**src/include/cache_settings.svh**
```systemverilog
// Widths and memory timing shared by the cache RTL and its testbench.
// Include wherever address or word widths are needed.
`ifndef CACHE_SETTINGS_SVH
`define CACHE_SETTINGS_SVH

// word address and data word
`define ADDR_WIDTH 16
`define WORD_WIDTH 32

// longest memory acknowledge delay in cycles, sizes the testbench watchdog
`define MEM_TIMEOUT 4

`endif
```
**src/rtl/coherencePkg.sv**
```systemverilog
// MSI line states and the controller sequence states.
// Imported by the line storage, the controller and the top level.
package coherencePkg;

    // MSI state of the single cache line
    typedef enum logic [1:0] {
        lineInvalid,
        lineShared,
        lineModified
    } lineState_e;

    // sequencing of hits, misses, write-backs and snoops
    typedef enum logic [2:0] {
        ctrlIdle,
        ctrlSnoopWriteBack,
        ctrlMissWriteBack,
        ctrlFill,
        ctrlRespond
    } ctrlState_e;

endpackage

```
**src/rtl/busPkg.sv**
```systemverilog
// Access opcodes for the CPU and memory ports and the coherence bus messages.
// Imported by any block that drives or decodes these buses.
package busPkg;

    // CPU or memory access
    typedef enum logic {
        opRead,
        opWrite
    } accessOp_e;

    // one-cycle message on the snoop bus
    typedef enum logic [1:0] {
        msgNone,
        msgReadMiss,
        msgWriteMiss,
        msgInvalidate
    } busMsg_e;

endpackage

```
**src/rtl/snoopCache.sv**
```systemverilog
// Top level of the single-line MSI snooping cache.
// Connects line storage, the coherence FSM and the memory master.
`include "cache_settings.svh"

module snoopCache
    import coherencePkg::*;
    import busPkg::*;
(
    input  logic                   clk,
    input  logic                   reset,

    // CPU port
    input  logic                   cpuReq,
    input  accessOp_e              cpuOp,
    input  logic [`ADDR_WIDTH-1:0] cpuAddr,
    input  logic [`WORD_WIDTH-1:0] cpuWdata,
    output logic                   cpuAck,
    output logic [`WORD_WIDTH-1:0] cpuRdata,

    // memory port
    input  logic                   memAck,
    input  logic [`WORD_WIDTH-1:0] memRdata,
    output logic                   memReq,
    output accessOp_e              memOp,
    output logic [`ADDR_WIDTH-1:0] memAddr,
    output logic [`WORD_WIDTH-1:0] memWdata,

    // coherence bus
    input  busMsg_e                busInMsg,
    input  logic [`ADDR_WIDTH-1:0] busInAddr,
    output busMsg_e                busOutMsg,
    output logic [`ADDR_WIDTH-1:0] busOutAddr
);

    // line store to controller
    lineState_e             lineState;
    logic [`ADDR_WIDTH-1:0] lineTag;
    logic [`WORD_WIDTH-1:0] lineData;
    logic                   cpuHit;
    logic                   snoopHit;

    // controller to line store
    logic                   lineUpdate;
    lineState_e             lineNewState;
    logic [`ADDR_WIDTH-1:0] lineNewAddr;
    logic [`WORD_WIDTH-1:0] lineNewData;

    // controller to memory master
    logic                   memStart;
    accessOp_e              accessOp;
    logic [`ADDR_WIDTH-1:0] accessAddr;
    logic [`WORD_WIDTH-1:0] accessWdata;
    logic                   memDone;
    logic [`WORD_WIDTH-1:0] fillData;

    lineStore line (
        .clk       (clk),
        .reset     (reset),
        .update    (lineUpdate),
        .newState  (lineNewState),
        .newAddr   (lineNewAddr),
        .newData   (lineNewData),
        .cpuAddr   (cpuAddr),
        .snoopAddr (busInAddr),
        .state     (lineState),
        .tag       (lineTag),
        .data      (lineData),
        .cpuHit    (cpuHit),
        .snoopHit  (snoopHit)
    );

    coherenceController ctrl (
        .clk        (clk),
        .reset      (reset),
        .cpuReq     (cpuReq),
        .cpuOp      (cpuOp),
        .cpuAddr    (cpuAddr),
        .cpuWdata   (cpuWdata),
        .cpuAck     (cpuAck),
        .cpuRdata   (cpuRdata),
        .busInMsg   (busInMsg),
        .state      (lineState),
        .tag        (lineTag),
        .data       (lineData),
        .cpuHit     (cpuHit),
        .snoopHit   (snoopHit),
        .update     (lineUpdate),
        .newState   (lineNewState),
        .newAddr    (lineNewAddr),
        .newData    (lineNewData),
        .memDone    (memDone),
        .memRdata   (fillData),
        .memStart   (memStart),
        .memOp      (accessOp),
        .memAddr    (accessAddr),
        .memWdata   (accessWdata),
        .busOutMsg  (busOutMsg),
        .busOutAddr (busOutAddr)
    );

    memPort mem (
        .clk      (clk),
        .reset    (reset),
        .start    (memStart),
        .op       (accessOp),
        .addr     (accessAddr),
        .wdata    (accessWdata),
        .done     (memDone),
        .rdata    (fillData),
        .memAck   (memAck),
        .memRdata (memRdata),
        .memReq   (memReq),
        .memOp    (memOp),
        .memAddr  (memAddr),
        .memWdata (memWdata)
    );

endmodule

```
**src/rtl/coherenceController.sv**
```systemverilog
// MSI coherence FSM for the single-line cache. Serves CPU hits and misses,
// runs write-backs and refills through the memory port, and reacts to snoops.
`include "cache_settings.svh"

module coherenceController
    import coherencePkg::*;
    import busPkg::*;
(
    input  logic                   clk,
    input  logic                   reset,

    // CPU port
    input  logic                   cpuReq,
    input  accessOp_e              cpuOp,
    input  logic [`ADDR_WIDTH-1:0] cpuAddr,
    input  logic [`WORD_WIDTH-1:0] cpuWdata,
    output logic                   cpuAck,
    output logic [`WORD_WIDTH-1:0] cpuRdata,

    // incoming snoop message, address is compared in the line store
    input  busMsg_e                busInMsg,

    // line store
    input  lineState_e             state,
    input  logic [`ADDR_WIDTH-1:0] tag,
    input  logic [`WORD_WIDTH-1:0] data,
    input  logic                   cpuHit,
    input  logic                   snoopHit,
    output logic                   update,
    output lineState_e             newState,
    output logic [`ADDR_WIDTH-1:0] newAddr,
    output logic [`WORD_WIDTH-1:0] newData,

    // memory port
    input  logic                   memDone,
    input  logic [`WORD_WIDTH-1:0] memRdata,
    output logic                   memStart,
    output accessOp_e              memOp,
    output logic [`ADDR_WIDTH-1:0] memAddr,
    output logic [`WORD_WIDTH-1:0] memWdata,

    // outgoing broadcast
    output busMsg_e                busOutMsg,
    output logic [`ADDR_WIDTH-1:0] busOutAddr
);

    ctrlState_e             ctrlState;
    ctrlState_e             ctrlNext;
    lineState_e             pendingState;
    lineState_e             pendingNext;
    busMsg_e                msgNext;
    logic                   loadRdata;
    logic [`WORD_WIDTH-1:0] rdataNext;

    always_comb begin
        ctrlNext    = ctrlState;
        pendingNext = pendingState;
        msgNext     = msgNone;
        loadRdata   = 1'b0;
        rdataNext   = data;
        memStart    = 1'b0;
        memOp       = opRead;
        memAddr     = cpuAddr;
        memWdata    = data;
        update      = 1'b0;
        newState    = state;
        newAddr     = tag;
        newData     = data;

        case (ctrlState)
            ctrlIdle: begin
                // snoops win over the CPU in the same cycle
                if (snoopHit && busInMsg != msgNone) begin
                    if (state == lineModified) begin
                        memStart    = 1'b1;
                        memOp       = opWrite;
                        memAddr     = tag;
                        pendingNext = (busInMsg == msgReadMiss) ? lineShared : lineInvalid;
                        ctrlNext    = ctrlSnoopWriteBack;
                    end else if (busInMsg != msgReadMiss) begin
                        update   = 1'b1;
                        newState = lineInvalid;
                    end
                end else if (cpuReq) begin
                    if (cpuHit) begin
                        ctrlNext = ctrlRespond;
                        if (cpuOp == opRead) begin
                            loadRdata = 1'b1;
                        end else begin
                            update   = 1'b1;
                            newState = lineModified;
                            newData  = cpuWdata;
                            // other sharers must drop their copies
                            if (state == lineShared) begin
                                msgNext = msgInvalidate;
                            end
                        end
                    end else begin
                        msgNext  = (cpuOp == opRead) ? msgReadMiss : msgWriteMiss;
                        memStart = 1'b1;
                        if (state == lineModified) begin
                            memOp    = opWrite;
                            memAddr  = tag;
                            ctrlNext = ctrlMissWriteBack;
                        end else begin
                            ctrlNext = ctrlFill;
                        end
                    end
                end
            end
            ctrlMissWriteBack: begin
                // old line is out, now fetch the new word
                if (memDone) begin
                    memStart = 1'b1;
                    ctrlNext = ctrlFill;
                end
            end
            ctrlFill: begin
                if (memDone) begin
                    update   = 1'b1;
                    newAddr  = cpuAddr;
                    ctrlNext = ctrlRespond;
                    if (cpuOp == opRead) begin
                        newState  = lineShared;
                        newData   = memRdata;
                        loadRdata = 1'b1;
                        rdataNext = memRdata;
                    end else begin
                        newState = lineModified;
                        newData  = cpuWdata;
                    end
                end
            end
            ctrlSnoopWriteBack: begin
                if (memDone) begin
                    update   = 1'b1;
                    newState = pendingState;
                    ctrlNext = ctrlIdle;
                end
            end
            ctrlRespond: begin
                if (cpuAck && !cpuReq) begin
                    ctrlNext = ctrlIdle;
                end
            end
            default: ctrlNext = ctrlIdle;
        endcase
    end

    always_ff @(posedge clk) begin
        if (reset) begin
            ctrlState <= ctrlIdle;
            cpuAck    <= 1'b0;
            busOutMsg <= msgNone;
        end else begin
            ctrlState <= ctrlNext;
            busOutMsg <= msgNext;
            // ack rises one cycle into respond and falls after cpuReq drops
            if (ctrlState == ctrlRespond) begin
                if (!cpuAck) begin
                    cpuAck <= 1'b1;
                end else if (!cpuReq) begin
                    cpuAck <= 1'b0;
                end
            end
        end
    end

    always_ff @(posedge clk) begin
        pendingState <= pendingNext;
        if (loadRdata) begin
            cpuRdata <= rdataNext;
        end
        if (msgNext != msgNone) begin
            busOutAddr <= cpuAddr;
        end
    end

endmodule

```
**src/rtl/memPort.sv**
```systemverilog
// Four-phase memory master. Each start pulse runs one read or write,
// and done pulses once the memory has dropped its acknowledge.
`include "cache_settings.svh"

module memPort
    import busPkg::*;
(
    input  logic                   clk,
    input  logic                   reset,

    // request from the controller
    input  logic                   start,
    input  accessOp_e              op,
    input  logic [`ADDR_WIDTH-1:0] addr,
    input  logic [`WORD_WIDTH-1:0] wdata,
    output logic                   done,
    output logic [`WORD_WIDTH-1:0] rdata,

    // memory side
    input  logic                   memAck,
    input  logic [`WORD_WIDTH-1:0] memRdata,
    output logic                   memReq,
    output accessOp_e              memOp,
    output logic [`ADDR_WIDTH-1:0] memAddr,
    output logic [`WORD_WIDTH-1:0] memWdata
);

    typedef enum logic [1:0] {
        portIdle,
        portRequest,
        portRelease,
        portWaitAckLow
    } portState_e;

    portState_e portState;

    always_ff @(posedge clk) begin
        if (reset) begin
            portState <= portIdle;
            memReq    <= 1'b0;
            done      <= 1'b0;
        end else begin
            done <= 1'b0;
            case (portState)
                portIdle: begin
                    if (start) begin
                        memReq    <= 1'b1;
                        portState <= portRequest;
                    end
                end
                portRequest: begin
                    if (memAck) begin
                        portState <= portRelease;
                    end
                end
                portRelease: begin
                    memReq    <= 1'b0;
                    portState <= portWaitAckLow;
                end
                portWaitAckLow: begin
                    if (!memAck) begin
                        done      <= 1'b1;
                        portState <= portIdle;
                    end
                end
                default: portState <= portIdle;
            endcase
        end
    end

    // request fields stay put for the whole handshake
    always_ff @(posedge clk) begin
        if (portState == portIdle && start) begin
            memOp    <= op;
            memAddr  <= addr;
            memWdata <= wdata;
        end
        if (portState == portRequest && memAck) begin
            rdata <= memRdata;
        end
    end

endmodule

```
**src/rtl/lineStore.sv**
```systemverilog
// Storage for the single cache line: tag, data word and MSI state.
// Flags CPU and snoop address hits combinationally from the stored tag.
`include "cache_settings.svh"

module lineStore
    import coherencePkg::*;
(
    input  logic                   clk,
    input  logic                   reset,

    // write port from the controller
    input  logic                   update,
    input  lineState_e             newState,
    input  logic [`ADDR_WIDTH-1:0] newAddr,
    input  logic [`WORD_WIDTH-1:0] newData,

    // addresses to compare against the tag
    input  logic [`ADDR_WIDTH-1:0] cpuAddr,
    input  logic [`ADDR_WIDTH-1:0] snoopAddr,

    output lineState_e             state,
    output logic [`ADDR_WIDTH-1:0] tag,
    output logic [`WORD_WIDTH-1:0] data,
    output logic                   cpuHit,
    output logic                   snoopHit
);

    logic lineValid;

    // line starts out invalid
    always_ff @(posedge clk) begin
        if (reset) begin
            state <= lineInvalid;
        end else if (update) begin
            state <= newState;
        end
    end

    always_ff @(posedge clk) begin
        if (update) begin
            tag  <= newAddr;
            data <= newData;
        end
    end

    assign lineValid = (state != lineInvalid);

    // hit tests
    assign cpuHit   = lineValid && (tag == cpuAddr);
    assign snoopHit = lineValid && (tag == snoopAddr);

endmodule

```
**config.mk**
```make
export PLATFORM = sky130hd
export DESIGN_NAME = snoopCache
export DESIGN_NICKNAME = d
export VERILOG_FILES = /design/src/rtl/coherencePkg.sv /design/src/rtl/busPkg.sv /design/src/rtl/snoopCache.sv /design/src/rtl/coherenceController.sv /design/src/rtl/memPort.sv /design/src/rtl/lineStore.sv
export VERILOG_INCLUDE_DIRS = /design/src /design/src/include
export SDC_FILE = /design/constraint.sdc
export NUM_CORES = 1
export LEC_CHECK = 0
export CAP_MARGIN = 10
export CELL_PAD_IN_SITES_DETAIL_PLACEMENT = 0
export CELL_PAD_IN_SITES_GLOBAL_PLACEMENT = 1
export CORE_MARGIN = 2
export CORE_UTILIZATION = 25
export CTS_CLUSTER_SIZE = 20
export DETAILED_ROUTE_END_ITERATION = 12
export DONT_BUFFER_PORTS = 1
export PLACE_DENSITY_LB_ADDON = 0.2
export SYNTH_ARGS = -nofsm -noshare
export SYNTH_HDL_FRONTEND = slang
export SYNTH_HIERARCHICAL = 1
export SYNTH_SLANG_ARGS = --single-unit
```
**constraint.sdc**
```tcl
create_clock -name clk -period 13.6 [get_ports clk]
set_clock_uncertainty 0.15 [all_clocks]
set_input_delay 0.68 -clock clk [delete_from_list [all_inputs] [get_ports clk]]
set_output_delay 0.68 -clock clk [all_outputs]
set_load 0.02 [all_outputs]
```
Yosys cells after proc, flatten, opt, wreduce, memory -nomap -nowiden
Index checks and enable logic that the tools add are counted.
Word-level totals
  bits in registers: 191
  bits in latches: 0
  bits in writable memories: 0
  memory bits (read-only): 0
  input bits: 103
  output and inout bits: 101
  logic and storage cells: 144
  memories kept: 0
Cells by class
  add/subtract/negate cells: 0
  $mul: 0
  div/mod/pow operators: 0
  $lt $le $gt $ge: 0
  equality and inequality tests: 30
  shift-type cells: 0
  multiplexer cells: 73
  bitwise operators: 1
  reductions and logical operators: 24
Operator list (count)
  two-way mux 32 bit: 9
  two-way mux 16 bit: 5
  case mux 32 bit (2 select lines): 1
  two-way mux 2 bit: 18
  equality test 16 bit: 2
  two-way mux 1 bit: 25
  two-way mux 3 bit: 8
  case mux 3 bit (5 select lines): 1
  != test 2 x 1 -> 1 bit (second input constant): 6
  != test 2 bit (second input constant): 6
  nonzero test 2 bit: 5
  != test 3 x 2 -> 1 bit (second input constant): 3
  != test 3 bit (second input constant): 3
  AND reduction 3 bit: 3
  AND reduction 9 bit: 1
  case mux 1 bit (2 select lines): 4
  case mux 2 bit (4 select lines): 1
  AND reduction 7 bit: 1
  equality test 2 x 1 -> 1 bit (second input constant): 3
  equality test 2 bit (second input constant): 3
  equality test 3 x 2 -> 1 bit (second input constant): 2
  logical AND 1 bit: 6
  case mux 2 bit (3 select lines): 1
  AND reduction 6 bit: 1
  other kinds (9): 10

Logic depth before layout (Yosys ltp)
Gate-level depths: netlist of run 1.
  depth in word-level cells: 8
  gate-level depth with buffers: 12
  depth with buffers taken out: 11

Hierarchy
The synthesis of run 1 kept the hierarchy.
Modules (own cells, without submodules)
  coherenceController: times used 1, cells each 335, area an instance 3933.8 µm², seq. area each 1591.5 µm²
  memPort: times used 1, cells each 107, area an instance 2682.6 µm², seq. area each 2512.4 µm²
  lineStore: times used 1, cells each 98, area an instance 1874.3 µm², seq. area each 1481.4 µm²

Least setup slack after synthesis of run 1
Ideal clock, no wire load.
  path kind: in2reg
  start: input port cpuAddr[10]
  end: register line.state[0]
  arrival time: 4848 ps
  slack: 8480 ps
  stages: 9
  path through: xor2_1 -> nor4_1 -> nand4_1 -> nor4_2 -> and3_1 -> a22oi_1 -> o22ai_1 -> mux2i_1 -> nor2_1
On the way
  word-level cells in the longest chain between the ends: 7
  elaborated cells on any way between the ends: 8
  classes of those cells: eq/ne (2); mux (4); reduce/logical (2)
Ends and longest elaborated chain
  start, declared: line snoopCache.sv:15  | input logic [`ADDR_WIDTH-1:0] cpuAddr,
  equality test 16 bit: line lineStore.sv:49  | assign cpuHit = lineValid && (tag == cpuAddr);
  logical AND 1 bit: line lineStore.sv:49
  via cpuHit: line snoopCache.sv:39  | logic cpuHit;
  two-way mux 1 bit: line coherenceController.sv:85  | if (cpuHit) begin
  two-way mux 1 bit: line coherenceController.sv:84  | end else if (cpuReq) begin
  two-way mux 1 bit: line coherenceController.sv:73  | if (snoopHit && busInMsg != msgNone) begin
  case mux 1 bit (2 select lines): line coherenceController.sv:70  | case (ctrlState)
  via lineUpdate: line snoopCache.sv:43  | logic lineUpdate;
  AND reduction 9 bit (no source line)
  end signal, assigned: line lineStore.sv:33  | state <= lineInvalid;
  end signal, assigned: line lineStore.sv:35  | state <= newState;
  end, declared: line lineStore.sv:21  | output lineState_e state,
The timed path passes the listed nets, and every way through them passes these cells.
A chain may end at the register's enable or synchronous reset.

Worst setup path in the final report of run 1
  start: register line.tag[10]
  end: register mem.memAddr[2], enable pin
On the way
  elaborated cells on any way between the ends: 10
  classes of those cells: eq/ne (2); mux (4); reduce/logical (4)
RTL lines
  start, declared: line lineStore.sv:22  | output logic [`ADDR_WIDTH-1:0] tag,
  start signal, assigned: line lineStore.sv:41  | tag <= newAddr;
  equality test 16 bit: line lineStore.sv:50  | assign snoopHit = lineValid && (tag == snoopAddr);
  logical AND 1 bit: line lineStore.sv:50
  via snoopHit: line snoopCache.sv:40  | logic snoopHit;
  logical AND 1 bit: line coherenceController.sv:73
  two-way mux 1 bit: line coherenceController.sv:73
  case mux 1 bit (2 select lines): line coherenceController.sv:70
  via memStart: line snoopCache.sv:49  | logic memStart;
  logical AND 1 bit: line memPort.sv:73  | if (portState == portIdle && start) begin
  end signal, assigned: line memPort.sv:75  | memAddr <= addr;
  end, declared: line memPort.sv:24  | output logic [`ADDR_WIDTH-1:0] memAddr,
The timed path passes the listed nets, and every way through them passes these cells.

==> results.yml, run 1 <==
status:
  outcome: "finished clean"
cts:
  clkTransAtPathRegs_ps: 80
  clockBufferDepth: 2
  htree_levels: 4
  postCtsSetupRepairBufs: 0
  ctsHoldBuffers: 0
  insertion_delay_ps: 450
  cts.sinks: 190
  cts_buffers: 17
  cts_tree: "yes"
  ctsResizeCount: 0
  cts-root-buf: "clkbuf_16"
yosys:
  synth_area_um2: 8490
  yosys_most_used_dff: "edfxtp_1"
  synth.largest_area_cell: "edfxtp_1"
  netlist.area_leader.share_pct: 63.0
  syn_inst: 540
  ys_ff_latch: 190
  syn_area_per_cell_um2: 15.7
  synth.distinct_cells: 54
  post-synth-top-count-cell: "edfxtp_1"
  synth.yosys.seq_area_share_pct: 65.8
  syn-num-nets: 648
  yosys_warnings: 6
  netlist_top_cells_count: "edfxtp_1 (178), nor2_1 (41), mux2i_1 (35)"
  netlist_top_cells_area: "edfxtp_1 (63%), mux2i_1 (4.1%), mux2_1 (4.0%)"
  synth-edff-count: 178
  synth-async-reset-ratio_pct: 0
hold_path:
  timing.hold.worst.class: "input pin to flop"
  worstHoldStart: "reset"
  hold_end: "mem/memReq"
  hold-path-cell-count: 1
setup_path:
  crit_arrival_ps: 3830
  required_ps: 13520
  critPathTopFamily: "simple AND/OR/NAND/NOR gates"
  path_cells: "xor2_1 > nor4_1 > nand4_1 > nor4_2 > o21ai_2 > or2_2 > o21a_1 > a21oi_1 > and2_4"
  cp-start-kind: "flop"
  path_max_fanout: 50
  rr_endpoint: "mem/memAddr[2]"
  reg2reg_from: "line/tag[10]"
  rr_worst_depth: 9
  crit_type: "flop to flop"
  worst-path-buf-inv: 0
  cp.depth: 9
  r2r_slack_ps: 9680
  endpoint_kind: "flop"
  slowest_delay_ps: 690
  cp_slowest_cell: "and2_4"
route:
  wl_per_cell_um: 21.9
  drt_iter0_markers: 300
  drt.antenna.violating_nets: 0
  drc: 0
  dr.pass1.iters: 4
  vias: 4404
  wl_um: 21200
  vias_per_cell: 4.54
floorplan:
  ioPinCount: 204
  row_count: 67
  die_w_um: 188
  initial_utilization_pct: 25.4
  coreArea_um2: 33400
  dieArea_um2: 35500
  dieHeight_um: 188
place:
  place_hpwl_um: 13400
  io_buffers: 0
  gp_congestion: 0.763
  dp_slack_ps: 9460
  dpl_cell_area_um2: 8710
timing:
  slew_viol_final: 0
  timing.final.crit_period_ps: 3920
  hold_viol_final: 0
  max_freq_mhz: 255
  maxSlewHeadroom_pct: 25.8
  tightest_slew_ps: 1110
  worst_slack_ps: 9680
  finalCritPeriodShare_pct: 28.8
  setup_violations: 0
  rsz0062_at_grt: "false"
  fin_tns_setup_ps: 0
global_route:
  grt_overflow: 0
  grt_pass1_wl_um: 31600
  grt_max_degree: 51
  grt_usage_pct: 12.2
  antenna_found_initial: 1
  grt_pass1_vias: 4725
cells_and_area:
  diodes: 0
  fill_cells: 3357
  area_growth_pct: 9.50
  drive_above_1_share_pct: 16.7
  nets: 617
  finalInstanceArea_um2: 9300
run:
  maxCapViolations: 0
power:
  power.density_nw_per_um2: 164
  power_leakage_nw: 2.98
  vdd_drop_max_mv: 0.0906
layout by cell type, fill, tap and decap left out, drive strengths merged, types with 2 or more instances in the layout:
cell and instances:
o21a 2, a221o 32, and3 2, o21ai 6
o31ai 2, edfxtp 178, bufinv 2, nand4 7
buf 5, nand2 9, nor2b 5, mux2i 35
nand3 4, inv 10, dfxtp 12, nor4 5
clkinv 5, mux2 66, and2 2, nor3 4
nor2 42, clkbuf 17, or3 2, xnor2 24
a2111oi 2, xor2 8, a21oi 7, clkinvlp 3
ha 5, a311oi 2, o22ai 2
how the worst max path moves through the flow:
stage / start / end / slack, ps
after floorplan: cpuAddr[10] / line/state[0] / 8480
after global placement: busInAddr[10] / mem/memWdata[8] / 9520
after detailed placement: cpuAddr[10] / line/state[0] / 9460
after CTS: line/tag[10] / line/state[1] / 9560
after global routing: line/tag[10] / line/state[1] / 9350
final: line/tag[10] / mem/memAddr[2] / 9680
worst reg2reg max path, stage by stage (launching register included):
cell,delay [ps]
edfxtp_1,490
xor2_1,190
nor4_1,360
nand4_1,190
nor4_2,450
o21ai_2,220
or2_2,380
o21a_1,120
a21oi_1,210
and2_4,690
registers in the layout, indices dropped and copies added (netlist names), 2 cells and up:
register / count
ctrl/busOutAddr: 16
ctrl/busOutMsg: 2
ctrl/cpuRdata: 32
ctrl/ctrlState: 3
line/data: 32
line/state: 2
line/tag: 16
mem/memAddr: 16
mem/memWdata: 32
mem/portState: 2
mem/rdata: 32
power by group:
part	internal, W	switching (W)
Clock	0.000274	0.000235
Sequential	0.000755	0.000127
Combinational	0.0000394	0.0000985
final cells by class:
cell class	count	area, um2	area share, %
repair buffers	5	37.5	0.404
multi-input cells	289	2500	26.9
inverters	6	22.5	0.242
clock buffers	17	425	4.58
well taps	448	561	6.03
clock inverters	14	163	1.75
flip-flops and latches	190	5590	60.1
metrics by stage:
stage	instances	power, W	utilization [%]	hold slack (ps)
4_1_cts	969	0.00156	27.8	113
3_5_place_dp	938	0.00104	26.0	310
3_3_place_gp	938	0.00104	26.0	314
5_1_grt	969	0.00160	27.8	115
2_1_floorplan	540	0.000976	-	378
6_report	969	0.00153	27.8	144
routing by layer:
metal	vias to the layer above	share of wire [%]	global-route usage [%]
met5	-	0.061	0
met2	151	49	20.4
met1	2244	43	14.4
met4	2	1.7	4.48
met3	23	6.0	4.53
li1	1984	-	-
cell families (layout without fill, tap and decap cells):
logic type                 after synthesis  after routing  share of synthesized area, %
and+or+nand+nor                         89             89                          5.47
muxes                                  101            101                          13.3
xor gates and xnor gates                32             32                          3.30
adders and majority gates                5              5                         0.737
AOI/OAI and AO/OA                       62             62                          6.31
buffers and inverters                   61             42                          5.08
DFF                                    190            190                          65.8
Power figures use the tool's default switching activity.
==> run 2: changes to the inputs <==
- clock period: 13.6 -> 3.9 ns (I/O delays scaled with it)
==> results.yml, run 2 (synthesis gave the netlist of run 1 again) <==
status:
  outcome: "finished clean"
floorplan:
  dieHeight_um: 188
  dieArea_um2: 35500
  coreArea_um2: 33400
  row_count: 67
  ioPinCount: 204
  die_w_um: 188
  initial_utilization_pct: 25.4
setup_path:
  crit_start: "line/tag[10]"
  rr_endpoint: "mem/memWdata[0]"
  crit_type: "flop to flop"
  crit_arrival_ps: 3500
  r2r_slack_ps: 360
  cp-start-kind: "flop"
  required_ps: 3870
  reg2reg_from: "line/tag[10]"
  path_max_fanout: 40
  endpoint_kind: "flop"
  cp-endpoint: "mem/memWdata[0]"
  rr_worst_depth: 10
hold_path:
  timing.hold.worst.class: "input pin to flop"
route:
  drc: 0
  vias_per_cell: 4.49
  wl_um: 22400
  drt.antenna.violating_nets: 0
  drt_iter0_markers: 257
  dr.pass1.iters: 4
  wl_per_cell_um: 21.1
  vias: 4763
cells_and_area:
  fin_cells: 1061
  nets: 708
  final_cell_mix: "edfxtp_1 (178), dlygate4sd3_1 (86), nor2_1 (40)"
  layout_commonest_cell: "edfxtp_1"
  drive_above_1_share_pct: 14.7
  fill_cells: 3321
  area_growth_pct: 21.0
cts:
  clkTransAtPathRegs_ps: 70
  clockBufferDepth: 2
  cts_buffers: 17
  ctsHoldBuffers: 87
  insertion_delay_ps: 450
  cts.sinks: 190
  postCtsSetupRepairBufs: 0
  cts-root-buf: "clkbuf_16"
  ctsResizeCount: 0
  cts_tree: "yes"
  htree_levels: 4
timing:
  slew_viol_final: 0
  hold_viol_final: 0
  timing.final.crit_period_ps: 3540
  rsz0062_at_grt: "false"
  maxSlewHeadroom_pct: 26.5
  finalCritPeriodShare_pct: 90.7
  max_freq_mhz: 283
  fin_tns_setup_ps: 0
  tightest_slew_ps: 1100
  setup_violations: 0
global_route:
  grt_pass1_wl_um: 33300
  grt_pass1_vias: 5053
  grt_overflow: 0
  antenna_found_initial: 1
  grt_max_degree: 41
  grt_usage_pct: 12.8
place:
  place_hpwl_um: 13900
  dp_cells: 942
  gp_congestion: 0.743
  io_buffers: 0
power:
  vdd_drop_max_mv: 0.314
  switchingPower_w: 0.00164
  p_clk_share_pct: 33.6
  swShare_pct: 29.4
  seq_power_share_pct: 55.1
  power.density_nw_per_um2: 542
  internal_power_w: 0.00393
  power_leakage_nw: 3.40
  power_frac_comb_pct: 11.2
run:
  maxCapViolations: 0
-- run 2: changes by cell type in the layout (fill, tap and decap cells not counted), moves of 2 or more --
cell and delta:
buf_12 +2, buf_4 +2, bufinv_16 +2, clkbuf_1 +2, clkinvlp_4 -2, dlygate4sd3_1 +86
-- run 2: per-layer routing --
metal | global-route usage [%] | wire (um)
met5 | 0 | 0
met2 | 21.7 | 11300
met1 | 15.5 | 9800
met4 | 4.63 | 369
met3 | 3.67 | 949
-- run 2: per-stage QoR --
| step | power (W) | worst slack, ps | util, % | cell area (um2) | hold slack, ps |
|---|---|---|---|---|---|
| 2_1_floorplan | 0.00341 | 6.69 | - | 8500 | 114 |
| 3_3_place_gp | 0.00365 | 460 | 26.2 | 8760 | 122 |
| 3_5_place_dp | 0.00365 | 372 | 26.2 | 8760 | 123 |
| 4_1_cts | 0.00566 | 359 | 30.7 | 10300 | 15.2 |
| 5_1_grt | 0.00580 | 55.5 | 30.7 | 10300 | 47.5 |
| 6_report | 0.00557 | 362 | 30.7 | 10300 | 46.5 |
-- run 2: worst min path at each step --
stage                 from                 to  slack (ps)  cells after the start
3_5_place_dp         reset  ctrl/ctrlState[2]         120                      1
4_1_cts        busInMsg[1]      line/state[1]          20                      5
2_1_floorplan        reset  ctrl/ctrlState[2]         110                      1
6_report             cpuOp  ctrl/busOutMsg[1]          50                      3
5_1_grt              cpuOp   ctrl/cpuRdata[4]          50                      2
3_3_place_gp         reset  ctrl/ctrlState[2]         120                      1
-- run 2: power groups by stage --
stage | clock, W | sequential [W] | combinational [W]
after floorplan | 0 | 0.00305 | 0.000357
after global placement | 0 | 0.00312 | 0.000522
after detailed placement | 0 | 0.00312 | 0.000530
after CTS | 0.00194 | 0.00308 | 0.000636
after global routing | 0.00202 | 0.00310 | 0.000686
final | 0.00187 | 0.00307 | 0.000626
-- run 2: layout make-up --
cell class	instances	area, um2	share of cell area, %
Antenna cell	1	2.50	0.0244
Sequential cell	190	5590	54.4
Inverter	6	22.5	0.219
Multi-Input combinational cell	289	2500	24.4
Tap cell	448	561	5.46
Clock inverter	12	184	1.79
Timing Repair Buffer	96	981	9.55
Clock buffer	19	433	4.21
-- run 2: worst max-delay path: stages (launching register included) --
cell,delay [ps]
edfxtp_1,460
xor2_1,170
nor4_1,280
nand4_1,170
nor4_2,470
o21ai_2,240
or2_2,390
o21a_1,120
a21oi_1,230
and2_2,230
buf_12,270
==> run 3: changes to the inputs <==
- ABC_CLOCK_PERIOD_IN_PS: not set -> 3900
- RECOVER_POWER: not set -> 100
==> results.yml, run 3 (synthesis gave the netlist of run 1 again) <==
power:
  power_frac_comb_pct: 11.1
  power_leakage_nw: 3.35
  internal_power_w: 0.00393
  power.density_nw_per_um2: 546
  seq_power_share_pct: 55.2
  totalPowerFinal_w: 0.00557
  vdd_drop_max_mv: 0.314
  p_clk_share_pct: 33.7
  swShare_pct: 29.5
  switchingPower_w: 0.00164
place:
  place_hpwl_um: 13900
  dpl_cell_area_um2: 8760
  io_buffers: 0
  gp_congestion: 0.743
floorplan:
  ioPinCount: 204
  coreArea_um2: 33400
  dieHeight_um: 188
  die_w_um: 188
  initial_utilization_pct: 25.4
  dieArea_um2: 35500
  row_count: 67
timing:
  tightest_slew_ps: 2840
  maxSlewHeadroom_pct: -89.2
  timing.final.crit_period_ps: 3590
  hold_viol_final: 0
  fin_tns_setup_ps: 0
  rsz0062_at_grt: "false"
  setup_violations: 0
  slew_viol_final: 33
  finalCritPeriodShare_pct: 92.1
  max_freq_mhz: 278
setup_path:
  rr_worst_depth: 8
  worst-path-buf-inv: 1
  crit_type: "flop to flop"
  critPathMostFrequentCell: "nor4_1"
  reg2reg_from: "line/tag[10]"
  cp_slowest_cell: "o22ai_4"
  critPathTopFamily: "simple AND/OR/NAND/NOR gates"
  path_max_fanout: 27
  r2r_slack_ps: 310
  cp-start-kind: "flop"
  required_ps: 3870
  crit_arrival_ps: 3570
  slowest_delay_ps: 740
  endpoint_kind: "flop"
  path_cells: "xor2_1 > nor4_1 > nand4_1 > nor4_1 > and3_1 > a22oi_1 > o22ai_4 > buf_6"
  rr_endpoint: "line/data[29]"
global_route:
  grt_pass1_wl_um: 33300
  grt_usage_pct: 12.8
  gr-usage-met1_pct: 15.5
  antenna_found_initial: 1
  grt_use_met2_pct: 21.7
  grt_max_degree: 41
  grt_overflow: 0
  grt_busiest_layer: "met2"
  grtUsageMet3_pct: 3.67
  grt_pass1_vias: 5053
cts:
  cts_tree: "yes"
  cts.sinks: 190
  cts_buffers: 17
  cts-root-buf: "clkbuf_16"
  htree_levels: 4
  clkTransAtPathRegs_ps: 70
  insertion_delay_ps: 450
  clockBufferDepth: 2
cells_and_area:
  fill_cells: 3344
  seqCellArea_um2: 5590
  drive_above_1_share_pct: 12.6
  multi_input_area_um2: 2450
  final_cell_mix: "edfxtp_1 (178), dlygate4sd3_1 (86), nor2_1 (40), mux2_1 (40), mux2i_1 (35)"
  layout_commonest_cell: "edfxtp_1"
  area_growth_pct: 20.1
  nets: 708
  finalInstanceArea_um2: 10200
status:
  failed_checks: "capacitance limit, slew limit"
  outcome: "finished with violations"
hold_path:
  hold-path-cell-count: 3
  timing.hold.worst.class: "input pin to flop"
  worstHoldStart: "cpuOp"
  hold_end: "ctrl/busOutMsg[1]"
route:
  vias_per_cell: 4.50
  drc: 0
  drt.antenna.violating_nets: 0
  drt_iter0_markers: 278
  dr.pass1.iters: 4
  vias: 4771
  wl_um: 22500
  wl_per_cell_um: 21.2
run:
  maxCapViolations: 1
[run 3: changes by cell type in the layout (fill, tap and decap cells not counted), sizes merged]
| cell | before | now |
|---|---|---|
| buf | 10 | 7 |
| clkbuf | 19 | 22 |
[run 3: metal layers]
| metal | wire, um | share of wire, % |
|---|---|---|
| met5 | 0 | 0 |
| met4 | 365 | 1.6 |
| met3 | 1060 | 4.7 |
| met2 | 11300 | 50 |
| met1 | 9760 | 43 |
[run 3: final cells by class]
type	instances	share of cell area, %
Sequential cell	190	54.8
Multi-Input combinational cell	289	24.0
Timing Repair Buffer	96	9.43
Tap cell	448	5.49
Clock buffer	19	4.24
Clock inverter	12	1.80
Inverter	6	0.221
Antenna cell	1	0.0245
[run 3: power groups by stage]
stage / Combinational (W) / Sequential (W) / Clock [W]
2_1_floorplan: 0.000357 / 0.00305 / 0
3_3_place_gp: 0.000522 / 0.00312 / 0
3_5_place_dp: 0.000530 / 0.00312 / 0
4_1_cts: 0.000636 / 0.00308 / 0.00194
5_1_grt: 0.000677 / 0.00310 / 0.00202
6_report: 0.000618 / 0.00308 / 0.00187
[run 3: worst max path at each step]
stage                       startpoint               to  slack [ps]  cells after the start
after floorplan           line/tag[10]   mem/memAddr[0]           7                      9
after global placement    line/tag[10]   mem/memAddr[7]         460                     10
after detailed placement  line/tag[10]  mem/memWdata[2]         370                     10
after CTS                 line/tag[10]  mem/memWdata[0]         360                     10
after global routing      line/tag[10]    line/data[29]          40                      8
final                     line/tag[10]    line/data[29]         310                      8
[run 3: stage by stage]
stage | std cells | setup WS, ps | utilization, % | hold slack [ps]
floorplan | 540 | 6.69 | - | 114
global placement | 942 | 460 | 26.2 | 122
detailed placement | 942 | 372 | 26.2 | 123
CTS | 1060 | 359 | 30.7 | 15.2
global route | 1061 | 36.7 | 30.5 | 84.6
finish | 1061 | 307 | 30.5 | 45.9
[run 3: what timing repair did]
item	in CTS	in global routing
resized for setup	0	0
setup endpoints to repair	0	0
buffers inserted	0	0
hold buffers	87	0
hold endpoints to repair	125	0
[run 3: worst reg2reg max path, stage by stage (launching register included)]
cell	delay (ps)
edfxtp_1	460
xor2_1	200
nor4_1	290
nand4_1	210
nor4_1	390
and3_1	270
a22oi_1	140
o22ai_4	740
buf_6	400
